`config.mk`:
```
export PLATFORM = sky130hd
export DESIGN_NAME = emu_glue_top
export DESIGN_NICKNAME = d
export VERILOG_FILES = /design/src/mem_pkg.sv /design/src/board_pkg.sv /design/src/reset_sequencer.sv /design/src/dma_mem_bridge.sv /design/src/activity_led.sv /design/src/audio_mixer.sv /design/src/emu_glue_top.sv
export SDC_FILE = /design/constraint.sdc
export NUM_CORES = 1
export LEC_CHECK = 0
export BUFFER_PORTS_ARGS = -buffer_cell sky130_fd_sc_hd__buf_4
export CELL_PAD_IN_SITES_DETAIL_PLACEMENT = 1
export CELL_PAD_IN_SITES_GLOBAL_PLACEMENT = 1
export CORE_MARGIN = 10
export CORE_UTILIZATION = 40
export CTS_CLUSTER_DIAMETER = 200
export DETAILED_ROUTE_END_ITERATION = 7
export PLACE_DENSITY_LB_ADDON = 0.1
export SYNTH_ARGS = -nofsm -noshare
export SYNTH_HDL_FRONTEND = slang
export SYNTH_SLANG_ARGS = --single-unit
export TNS_END_PERCENT = 50
```
`constraint.sdc`:
```
create_clock -name clk_sys -period 11.31 [get_ports clk_sys]
set_clock_uncertainty 0.1 [all_clocks]
set_input_delay 1.6965 -clock clk_sys [delete_from_list [all_inputs] [get_ports clk_sys]]
set_output_delay 1.6965 -clock clk_sys [all_outputs]
set_load 0.05 [all_outputs]
```
`src/mem_pkg.sv`:
```
`default_nettype none

package mem_pkg;

	// ============================================================
	// Host DMA and memory port widths
	// ============================================================

	localparam int MEM_ADDR_W = 32;
	localparam int MEM_DATA_W = 32;

	// Byte address, same on the host DMA side and the memory side
	typedef logic [MEM_ADDR_W-1:0] mem_addr_t;

	// One data word per transfer
	typedef logic [MEM_DATA_W-1:0] mem_data_t;

	// ============================================================
	// DMA bridge FSM
	// ============================================================

	typedef enum logic [2:0] {
		idle,
		read_issue,
		read_wait,
		write_issue,
		write_done
	} bridge_state_t;

endpackage

`default_nettype wire

```
`src/board_pkg.sv`:
```
`default_nettype none

package board_pkg;

	// ============================================================
	// Audio path
	// ============================================================

	localparam int SAMPLE_W = 16;

	// Signed PCM sample as delivered by the sound block
	typedef logic signed [SAMPLE_W-1:0] sample_t;

	// Level added on top of the halved sample while the PC speaker is high
	localparam sample_t SPEAKER_LEVEL = 16'h7fff;

endpackage

`default_nettype wire

```
`src/reset_sequencer.sv`:
```
`timescale 1ns/1ps
`default_nettype none

module reset_sequencer #(
	parameter int RESET_PULSE_CYCLES = 8
) (
	input  logic clk_sys,
	input  logic reset,
	input  logic soft_reset_req,
	input  logic button_reset,
	input  logic kbd_reset_n,
	output logic sys_reset,
	output logic cpu_reset
);

	// Two-stage synchroniser plus one delay stage for edge detection
	logic soft_sync_1;
	logic soft_sync_2;
	logic soft_sync_3;
	logic soft_edge;

	// Ones shift out of the top, one per cycle
	logic [RESET_PULSE_CYCLES-1:0] pulse_sr;

	// Set once the host has released the system for the first time
	logic initialised;

	logic cpu_req_q;

	assign soft_edge = soft_sync_2 & ~soft_sync_3;

	always_ff @(posedge clk_sys) begin
		if (reset) begin
			soft_sync_1 <= 1'b0;
			soft_sync_2 <= 1'b0;
			soft_sync_3 <= 1'b0;
			pulse_sr    <= '0;
			initialised <= 1'b0;
			cpu_req_q   <= 1'b0;
		end else begin
			soft_sync_1 <= soft_reset_req;
			soft_sync_2 <= soft_sync_1;
			soft_sync_3 <= soft_sync_2;

			// Any reset source from buttons, host or keyboard controller
			cpu_req_q <= button_reset | soft_reset_req | ~kbd_reset_n;

			if (soft_edge) begin
				pulse_sr    <= '1;
				initialised <= 1'b1;
			end else begin
				pulse_sr <= pulse_sr << 1;
			end
		end
	end

	// System stays in reset until the first soft reset completes
	assign sys_reset = pulse_sr[RESET_PULSE_CYCLES-1] | ~initialised | reset;
	assign cpu_reset = sys_reset | cpu_req_q;

endmodule

`default_nettype wire

```
`src/dma_mem_bridge.sv`:
```
`timescale 1ns/1ps
`default_nettype none

module dma_mem_bridge
	import mem_pkg::*;
(
	input  logic      clk_sys,
	input  logic      reset,

	// Host DMA side
	input  logic      dma_rd,
	input  logic      dma_wr,
	input  mem_addr_t dma_addr,
	input  mem_data_t dma_dout,
	output mem_data_t dma_din,
	output logic      host_wait,

	// Memory port
	output mem_addr_t mem_address,
	output mem_data_t mem_writedata,
	output logic      mem_read,
	output logic      mem_write,
	input  logic      mem_waitrequest,
	input  mem_data_t mem_readdata,
	input  logic      mem_readdatavalid
);

	bridge_state_t state;

	logic host_free;
	logic req_take;
	logic rd_capture;

	// In write_done the write is already accepted and the host may issue again
	assign host_free  = (state == idle) || (state == write_done);
	assign req_take   = host_free & (dma_rd | dma_wr);
	assign rd_capture = (state == read_wait) & mem_readdatavalid;

	// ============================================================
	// Transfer FSM
	// ============================================================

	always_ff @(posedge clk_sys) begin
		if (reset) begin
			state <= idle;
		end else begin
			case (state)
				idle, write_done: begin
					if (dma_rd) begin
						state <= read_issue;
					end else if (dma_wr) begin
						state <= write_issue;
					end else begin
						state <= idle;
					end
				end

				// Command held until the memory drops waitrequest
				read_issue: begin
					if (!mem_waitrequest) begin
						state <= read_wait;
					end
				end

				read_wait: begin
					if (mem_readdatavalid) begin
						state <= idle;
					end
				end

				write_issue: begin
					if (!mem_waitrequest) begin
						state <= write_done;
					end
				end

				default: begin
					state <= idle;
				end
			endcase
		end
	end

	// ============================================================
	// Request and read data capture
	// ============================================================

	always_ff @(posedge clk_sys) begin
		if (req_take) begin
			mem_address   <= dma_addr;
			mem_writedata <= dma_dout;
		end

		if (rd_capture) begin
			dma_din <= mem_readdata;
		end
	end

	// Outputs decode straight from the state register
	assign mem_read  = (state == read_issue);
	assign mem_write = (state == write_issue);
	assign host_wait = ~host_free;

endmodule

`default_nettype wire

```
`src/activity_led.sv`:
```
`timescale 1ns/1ps
`default_nettype none

module activity_led #(
	parameter int STRETCH_CYCLES = 4500000
) (
	input  logic clk_sys,
	input  logic reset,
	input  logic busy,
	output logic led
);

	localparam int CNT_W = $clog2(STRETCH_CYCLES + 1);

	// Remaining hold cycles after the current one
	logic [CNT_W-1:0] count;

	always_ff @(posedge clk_sys) begin
		if (reset) begin
			count <= '0;
			led   <= 1'b0;
		end else if (busy) begin
			// Retrigger on every busy cycle
			count <= CNT_W'(STRETCH_CYCLES - 1);
			led   <= 1'b1;
		end else if (count != '0) begin
			count <= count - CNT_W'(1);
			led   <= 1'b1;
		end else begin
			led <= 1'b0;
		end
	end

endmodule

`default_nettype wire

```
`src/audio_mixer.sv`:
```
`timescale 1ns/1ps
`default_nettype none

module audio_mixer
	import board_pkg::*;
(
	input  logic    clk_sys,
	input  logic    reset,
	input  sample_t sb_left,
	input  sample_t sb_right,
	input  logic    speaker_ena,
	input  logic    speaker_out,
	output sample_t audio_left,
	output sample_t audio_right
);

	logic spk_on;

	// Halve for headroom, then add the speaker square wave
	function automatic sample_t mix(input sample_t sample, input logic spk);
		sample_t half;
		half = sample >>> 1;
		return spk ? sample_t'(half + SPEAKER_LEVEL) : half;
	endfunction

	assign spk_on = speaker_ena & speaker_out;

	always_ff @(posedge clk_sys) begin
		if (reset) begin
			audio_left  <= '0;
			audio_right <= '0;
		end else begin
			audio_left  <= mix(sb_left, spk_on);
			audio_right <= mix(sb_right, spk_on);
		end
	end

endmodule

`default_nettype wire

```
`src/emu_glue_top.sv`:
```
`timescale 1ns/1ps
`default_nettype none

module emu_glue_top
	import mem_pkg::*;
	import board_pkg::*;
#(
	parameter int RESET_PULSE_CYCLES = 8,
	parameter int STRETCH_CYCLES     = 4500000
) (
	input  logic      clk_sys,
	input  logic      reset,

	// Host control
	input  logic      soft_reset_req,
	input  logic      button_reset,
	input  logic      kbd_reset_n,

	// Host DMA
	input  logic      dma_rd,
	input  logic      dma_wr,
	input  mem_addr_t dma_addr,
	input  mem_data_t dma_dout,
	input  logic      disk_device,
	output mem_data_t dma_din,
	output logic      host_wait,

	// Memory port
	output mem_addr_t mem_address,
	output mem_data_t mem_writedata,
	output logic      mem_read,
	output logic      mem_write,
	input  logic      mem_waitrequest,
	input  mem_data_t mem_readdata,
	input  logic      mem_readdatavalid,

	// Audio
	input  sample_t   sb_left,
	input  sample_t   sb_right,
	input  logic      speaker_ena,
	input  logic      speaker_out,
	output sample_t   audio_left,
	output sample_t   audio_right,

	// Status
	output logic      sys_reset,
	output logic      cpu_reset,
	output logic      led_disk,
	output logic      led_floppy
);

	logic disk_busy;
	logic floppy_busy;

	// ============================================================
	// Reset and DMA path
	// ============================================================

	reset_sequencer #(
		.RESET_PULSE_CYCLES(RESET_PULSE_CYCLES)
	) u_reset_sequencer (
		.clk_sys        (clk_sys),
		.reset          (reset),
		.soft_reset_req (soft_reset_req),
		.button_reset   (button_reset),
		.kbd_reset_n    (kbd_reset_n),
		.sys_reset      (sys_reset),
		.cpu_reset      (cpu_reset)
	);

	// Bridge runs from the board reset so host DMA works while the system is held
	dma_mem_bridge u_dma_mem_bridge (
		.clk_sys           (clk_sys),
		.reset             (reset),
		.dma_rd            (dma_rd),
		.dma_wr            (dma_wr),
		.dma_addr          (dma_addr),
		.dma_dout          (dma_dout),
		.dma_din           (dma_din),
		.host_wait         (host_wait),
		.mem_address       (mem_address),
		.mem_writedata     (mem_writedata),
		.mem_read          (mem_read),
		.mem_write         (mem_write),
		.mem_waitrequest   (mem_waitrequest),
		.mem_readdata      (mem_readdata),
		.mem_readdatavalid (mem_readdatavalid)
	);

	// ============================================================
	// Activity LEDs and audio
	// ============================================================

	assign disk_busy   = disk_device & host_wait;
	assign floppy_busy = ~disk_device & host_wait;

	activity_led #(
		.STRETCH_CYCLES(STRETCH_CYCLES)
	) u_led_disk (
		.clk_sys (clk_sys),
		.reset   (reset),
		.busy    (disk_busy),
		.led     (led_disk)
	);

	activity_led #(
		.STRETCH_CYCLES(STRETCH_CYCLES)
	) u_led_floppy (
		.clk_sys (clk_sys),
		.reset   (reset),
		.busy    (floppy_busy),
		.led     (led_floppy)
	);

	audio_mixer u_audio_mixer (
		.clk_sys     (clk_sys),
		.reset       (reset),
		.sb_left     (sb_left),
		.sb_right    (sb_right),
		.speaker_ena (speaker_ena),
		.speaker_out (speaker_out),
		.audio_left  (audio_left),
		.audio_right (audio_right)
	);

endmodule

`default_nettype wire

```
==> results_dict.tcl, run 1 <==
set metrics [dict create \
    status "finished, final reports clean" \
    drtPass1Iterations 5 \
    drv_cap 0 \
    p_clk_frac 0.271 \
    n_antenna_cell 0 \
    synth_cell_type_count 46 \
    num_rows 48 \
    post_cts_buffers 0 \
    use_met3 0.0631 \
    cts_tree "done" \
    p_sw_mw 0.762 \
    ctsResizeCount 0 \
    use_met1 0.221 \
    syn_area_um2 7100 \
    vias 5592 \
    grt_usage 0.190 \
    avgSynthCellArea_um2 12.2 \
    crit_fanout 78 \
    finalSetupTns_ns 0 \
    dp_slack_ns 6.65 \
    synth_fp_nets 726 \
    initial_core_util 0.409 \
    grt_pass1_wl_mm 34.9 \
    p_comb_frac 0.301 \
    nFillCells 1843 \
    postRouteAntennaNets 0 \
    p_sw_frac 0.358 \
    syn2layout_area_growth_pct 40.0 \
    met2_usage 0.329 \
    first_iter_violations 357 \
    grt_pass1_vias 5821 \
    peakVddDrop_v 0.000131 \
    worstPathRequired_ns 9.51 \
    max_freq_mhz 215 \
    timing.slew.headroom 0.458 \
    synth_top_flop_cell "edfxtp_1" \
    wl_mm 23.1 \
    async_reset_ff_frac 0 \
    cts_root_buf "clkbuf_16" \
    ys_seq_elements 192 \
    grt_max_degree 79 \
    cp-start-kind "primary input" \
    cts.clk_slew.worst_paths_ns 0.07 \
    mostFrequentLayoutCells "buf_4 (274), dfxtp_1 (96), edfxtp_1 (96)" \
    arrival_ns 2.85 \
    critical_path_class "in -> out" \
    yosysSeqAreaShare 0.677 \
    ys_warn_count 0 \
    hold_viol_final 0 \
    ios 275 \
    hold_buffers 0 \
    synth_edf_count 96 \
    fin_crit_ns 4.65 \
    finalCritPeriodShare 0.411 \
    antenna_found_initial 0 \
    cp-end-kind "output pin" \
    fin_nets 1000 \
    clk_latency_ns 0.43 \
    tightest_slew_ns 0.814 \
    rsz0062_at_grt "no" \
    die_w_um 153 \
    wl_per_cell_um 21.2 \
    final_max_slew_viol_count 0 \
    drive_gt1_frac 0.363 \
    port_buffers 272 \
    dieArea_um2 23500 \
    h-tree-depth 4 \
    synthTopCellsByArea "edfxtp_1 (41%), dfxtp_1 (27%), xor2_1 (4.2%)" \
    final_common_cell "buf_4" \
    netlist.area_leader.share 0.406 \
    grt.busiest_layer "met2" \
    yosys.area.top_type "edfxtp_1" \
    hpwl_mm 18.0 \
    pwr_density_cell_nw_per_um2 214 \
    cts_buffer_depth 2 \
    finalWorstSetupSlack_ns 6.66 \
    gp_congestion 0.792 \
    numClockSinks 192 \
    p_int_mw 1.37 \
    die-height_um 153 \
    worst_hold_path_type "reg -> reg" \
    drc 0 \
    post_drt_via_cell_ratio 5.12 \
    cts_buffers 17 \
    finalSetupViolations 0 \
    synthCells 580 \
    coreArea_um2 17400 \
    grt_remaining_overflow 0 \
    leakagePower_nw 4.03 \
    p_seq_frac 0.427 \
]
layout make-up:
cell class              instances  area [um2]  area share
multi-input cells             351        2170       0.218
well taps                     225         282      0.0283
clock buffers                  18         429      0.0432
repair buffers                274        2060       0.207
inverters                      18        67.6     0.00680
flip-flops and latches        192        4800       0.483
clock inverters                14         134      0.0135
synth_stat cells, types with 2 or more instances:
cell and instances:
dfxtp_1 96, edfxtp_1 96, nor2_1 65, o21ai_0 34, xor2_1 34, a21oi_1 30
xnor2_1 22, nor4_1 21, nor3_1 20, inv_1 18, or3_1 16, clkbuf_1 15
nand2_1 14, nand3_1 11, o211ai_1 10, nand4_1 8, nor2b_1 8, nand2b_1 7
ha_1 6, or4_1 6, nor3b_1 4, or2_2 4, buf_2 3, a31oi_1 2
and2_1 2, and3_1 2, mux2_2 2, nand3b_1 2, nand4b_1 2, nor4b_1 2
o2111ai_1 2, o31a_1 2
registers in the layout (all words and copies together), names as in the netlist, 3 cells and up:
name / cells
u_led_floppy.count: 23
u_dma_mem_bridge.state: 3
u_led_disk.count: 23
u_dma_mem_bridge.dma_din: 32
u_reset_sequencer.pulse_sr: 8
u_audio_mixer.audio_right: 16
u_dma_mem_bridge.mem_writedata: 32
u_dma_mem_bridge.mem_address: 32
u_audio_mixer.audio_left: 16
cell families after synthesis:
family          count (synthesis)  synth area share
flops                         192             0.677
mux                             3           0.00458
fa+ha+maj                       6            0.0106
compound gates                 88            0.0714
buf+inv                        37            0.0201
simple gates                  198             0.148
xor+xnor                       56            0.0691
per-layer routing:
metal	share of wire	vias to the layer above
met5	0	-
li1	-	2639
met1	0.40	2714
met3	0.084	21
met4	0.012	0
met2	0.50	218
path summary, 6_finish.rpt:
check | start | endpoint | slack [ns] | cells past startpoint
setup reg to reg | u_led_floppy.count[14]$_SDFFE_PP0P_ | u_led_floppy.count[2]$_SDFFE_PP0P_ | 8.65 | 5
hold / removal | u_reset_sequencer.soft_sync_1$_SDFF_PP0_ | u_reset_sequencer.soft_sync_2$_SDFF_PP0_ | 0.34 | 1
setup / recovery | reset | cpu_reset | 6.66 | 4
hold reg to reg | u_reset_sequencer.soft_sync_1$_SDFF_PP0_ | u_reset_sequencer.soft_sync_2$_SDFF_PP0_ | 0.34 | 1
per-stage QoR:
step / std cells / cell area [um2] / hold slack (ns) / utilization / power, mW
3_5_place_dp: 1060 / 9380 / 0.328 / 0.540 / 1.56
5_1_grt: 1092 / 9940 / 0.365 / 0.573 / 2.25
6_report: 1092 / 9940 / 0.343 / 0.573 / 2.13
4_1_cts: 1092 / 9940 / 0.346 / 0.573 / 2.15
3_3_place_gp: 1060 / 9380 / 0.319 / 0.540 / 1.53
2_1_floorplan: 580 / 7100 / 0.314 / - / 1.36
worst max-delay path, cell delays in order:
cell	delay, ns
buf_4	0.33
nand2b_1	0.28
or3_1	0.32
buf_4	0.20
power groups by stage:
stage          logic [mW]  registers (mW)  clock network (mW)
2_1_floorplan       0.323            1.04                   0
3_3_place_gp        0.616           0.913                   0
3_5_place_dp        0.642           0.923                   0
4_1_cts             0.647           0.909               0.591
5_1_grt             0.701           0.922               0.624
6_report            0.642           0.909               0.578
Note: power is estimated with default switching activity, not from simulation.
==> inputs of run 2 (changes only) <==
Settings changed: ABC_AREA from default to 1, CORE_UTILIZATION 40 to 37.
Clock period 11.31 ns to 4.6 ns, I/O delays scaled along.
==> results_dict.tcl, run 2 <==
set metrics [dict create \
    status "finished, final reports clean" \
    synth_top_family_by_area "simple AND/OR/NAND/NOR gates" \
    cp-start-kind "primary input" \
    final_common_cell "buf_4" \
    async_reset_ff_frac 0 \
    yosysSeqAreaShare 0.631 \
    synthTopCellsByArea "edfxtp_1 (38%), dfxtp_1 (25%), nand2_1 (6.7%)" \
    timing.slew.headroom 0.537 \
    coreArea_um2 20200 \
    cts_buffer_depth 2 \
    finalSetupViolations 0 \
    hold_viol_final 0 \
    netlist.area_leader.share 0.378 \
    synth_cell_type_count 38 \
    post_drt_via_cell_ratio 4.70 \
    grt_pass1_wl_mm 35.7 \
    cts.clk_slew.worst_paths_ns 0.08 \
    num_rows 52 \
    muxShareOfSynthArea 0 \
    fin_util 0.521 \
    finalWorstSetupSlack_ns 1.83 \
    syn_area_um2 7620 \
    max_freq_mhz 361 \
    finalCritPeriodShare 0.602 \
    peakVddDrop_v 0.000300 \
    cts_root_buf "clkbuf_16" \
    synth_compound_area_frac 0.0658 \
    gp_congestion 0.802 \
    r2r-start "u_dma_mem_bridge.state[1]$_SDFFE_PP0P_" \
    drtPass1Iterations 4 \
    drive_gt1_frac 0.326 \
    grt_usage 0.172 \
    worstPathRequired_ns 3.81 \
    synthTopCellsByCount "nand2_1 (135), nor2_1 (122), dfxtp_1 (96), edfxtp_1 (96), inv_1 (64)" \
    holdWs_ns 0.315 \
    synth_top_flop_cell "edfxtp_1" \
    die-height_um 164 \
    synth_fa_ha_area_frac 0.00985 \
    dieArea_um2 26700 \
    grt_remaining_overflow 0 \
    h-tree-depth 4 \
    yosys.area.top_type "edfxtp_1" \
    drc 0 \
    ys_warn_count 0 \
    pwr_density_cell_nw_per_um2 518 \
    first_iter_violations 318 \
    p_total_mw 5.46 \
    antenna_found_initial 0 \
    crit_fanout 58 \
    ios 275 \
    avgSynthCellArea_um2 9.81 \
    top_regs "u_dma_mem_bridge.dma_din x32, u_dma_mem_bridge.mem_address x32, u_dma_mem_bridge.mem_writedata x32" \
    mostFrequentLayoutCells "buf_4 (275), nand2_1 (135), nor2_1 (121)" \
    yosysMostFrequentCell "nand2_1" \
    wl_per_cell_um 17.9 \
    grt_max_degree 59 \
    vias 6288 \
    synth_edf_count 96 \
    hpwl_mm 18.9 \
    yosys.area_share.xor_xnor 0.0241 \
    tightest_slew_ns 0.694 \
    finalSetupTns_ns 0 \
    leakagePower_nw 4.68 \
    cp-end-kind "output pin" \
    min_from "dma_addr[13]" \
    cts_tree "done" \
    postRouteAntennaNets 0 \
    synth_fp_nets 923 \
    n_antenna_cell 0 \
    worst_hold_path_type "in -> reg" \
    synthCells 777 \
    rsz0062_at_grt "no" \
    final_max_slew_viol_count 0 \
    arrival_ns 1.98 \
    hold_buffers 0 \
    critical_path_class "in -> out" \
    port_buffers 272 \
    dp_slack_ns 1.83 \
    fin_nets 1200 \
    ys_seq_elements 192 \
    ctsResizeCount 0 \
    synthSimpleGateAreaFrac 0.226 \
    crit_path_start "reset" \
    initial_core_util 0.377 \
    fin_crit_ns 2.77 \
    grt_pass1_vias 6341 \
    wl_mm 24.0 \
    post_cts_buffers 0 \
    numClockSinks 192 \
    die_w_um 164 \
    cts_buffers 17 \
    drv_cap 0 \
    clk_latency_ns 0.44 \
    syn2layout_area_growth_pct 38.3 \
]
run 2: worst paths after layout:
check | endpoint | slack [ns] | cells after the start
worst max-delay path | cpu_reset | 1.83 | 6
worst min-delay path | u_dma_mem_bridge.mem_address[13]$_DFFE_PP_ | 0.32 | 1
worst max register to register | u_dma_mem_bridge.mem_writedata[7]$_DFFE_PP_ | 2.30 | 6
worst min register to register | u_reset_sequencer.soft_sync_2$_SDFF_PP0_ | 0.32 | 2
run 2: cells by family (layout without fill, tap and decap cells):
family,after synthesis,after routing
AO/OA/AOI/OAI,93,93
XOR/XNOR,21,21
adder cells (fa/ha/maj),6,6
buffers and inverters,83,373
flip-flops,192,192
AND/OR/NAND/NOR,382,382
run 2: power breakdown:
| part | leakage [nW] | switching (mW) | internal (mW) | total [mW] |
|---|---|---|---|---|
| Clock | 0.292 | 0.747 | 0.741 | 1.49 |
| Combinational | 2.69 | 1.21 | 0.581 | 1.79 |
| Sequential | 1.71 | 0.143 | 2.04 | 2.18 |
run 2: worst max-delay path, cell delays in order:
cell and delay, ns:
buf_4 0.30, inv_1 0.15, nand2_1 0.07, or2_2 0.28
or2_2 0.27, buf_4 0.19
run 2: per-layer routing:
layer,track usage,part of all wire,vias to the layer above
met3,0.0594,0.074,20
met1,0.195,0.41,2950
li1,-,-,3139
met2,0.303,0.51,179
met4,0.0451,0.011,0
met5,0,0,-
run 2: area by class of cell:
cell class	count	area, um2
Fill cell	2325	9690
Sequential cell	192	4800
Multi-Input combinational cell	502	2490
Timing Repair Buffer	275	2060
Clock buffer	17	425
Tap cell	270	338
Inverter	66	248
Clock inverter	15	175
run 2: stage by stage:
| step | instance area [um2] | instances |
|---|---|---|
| after floorplan | 7620 | 777 |
| after detailed placement | 9940 | 1305 |
| after global routing | 10500 | 1337 |
| after global placement | 9940 | 1305 |
| after CTS | 10500 | 1337 |
| final | 10500 | 1337 |
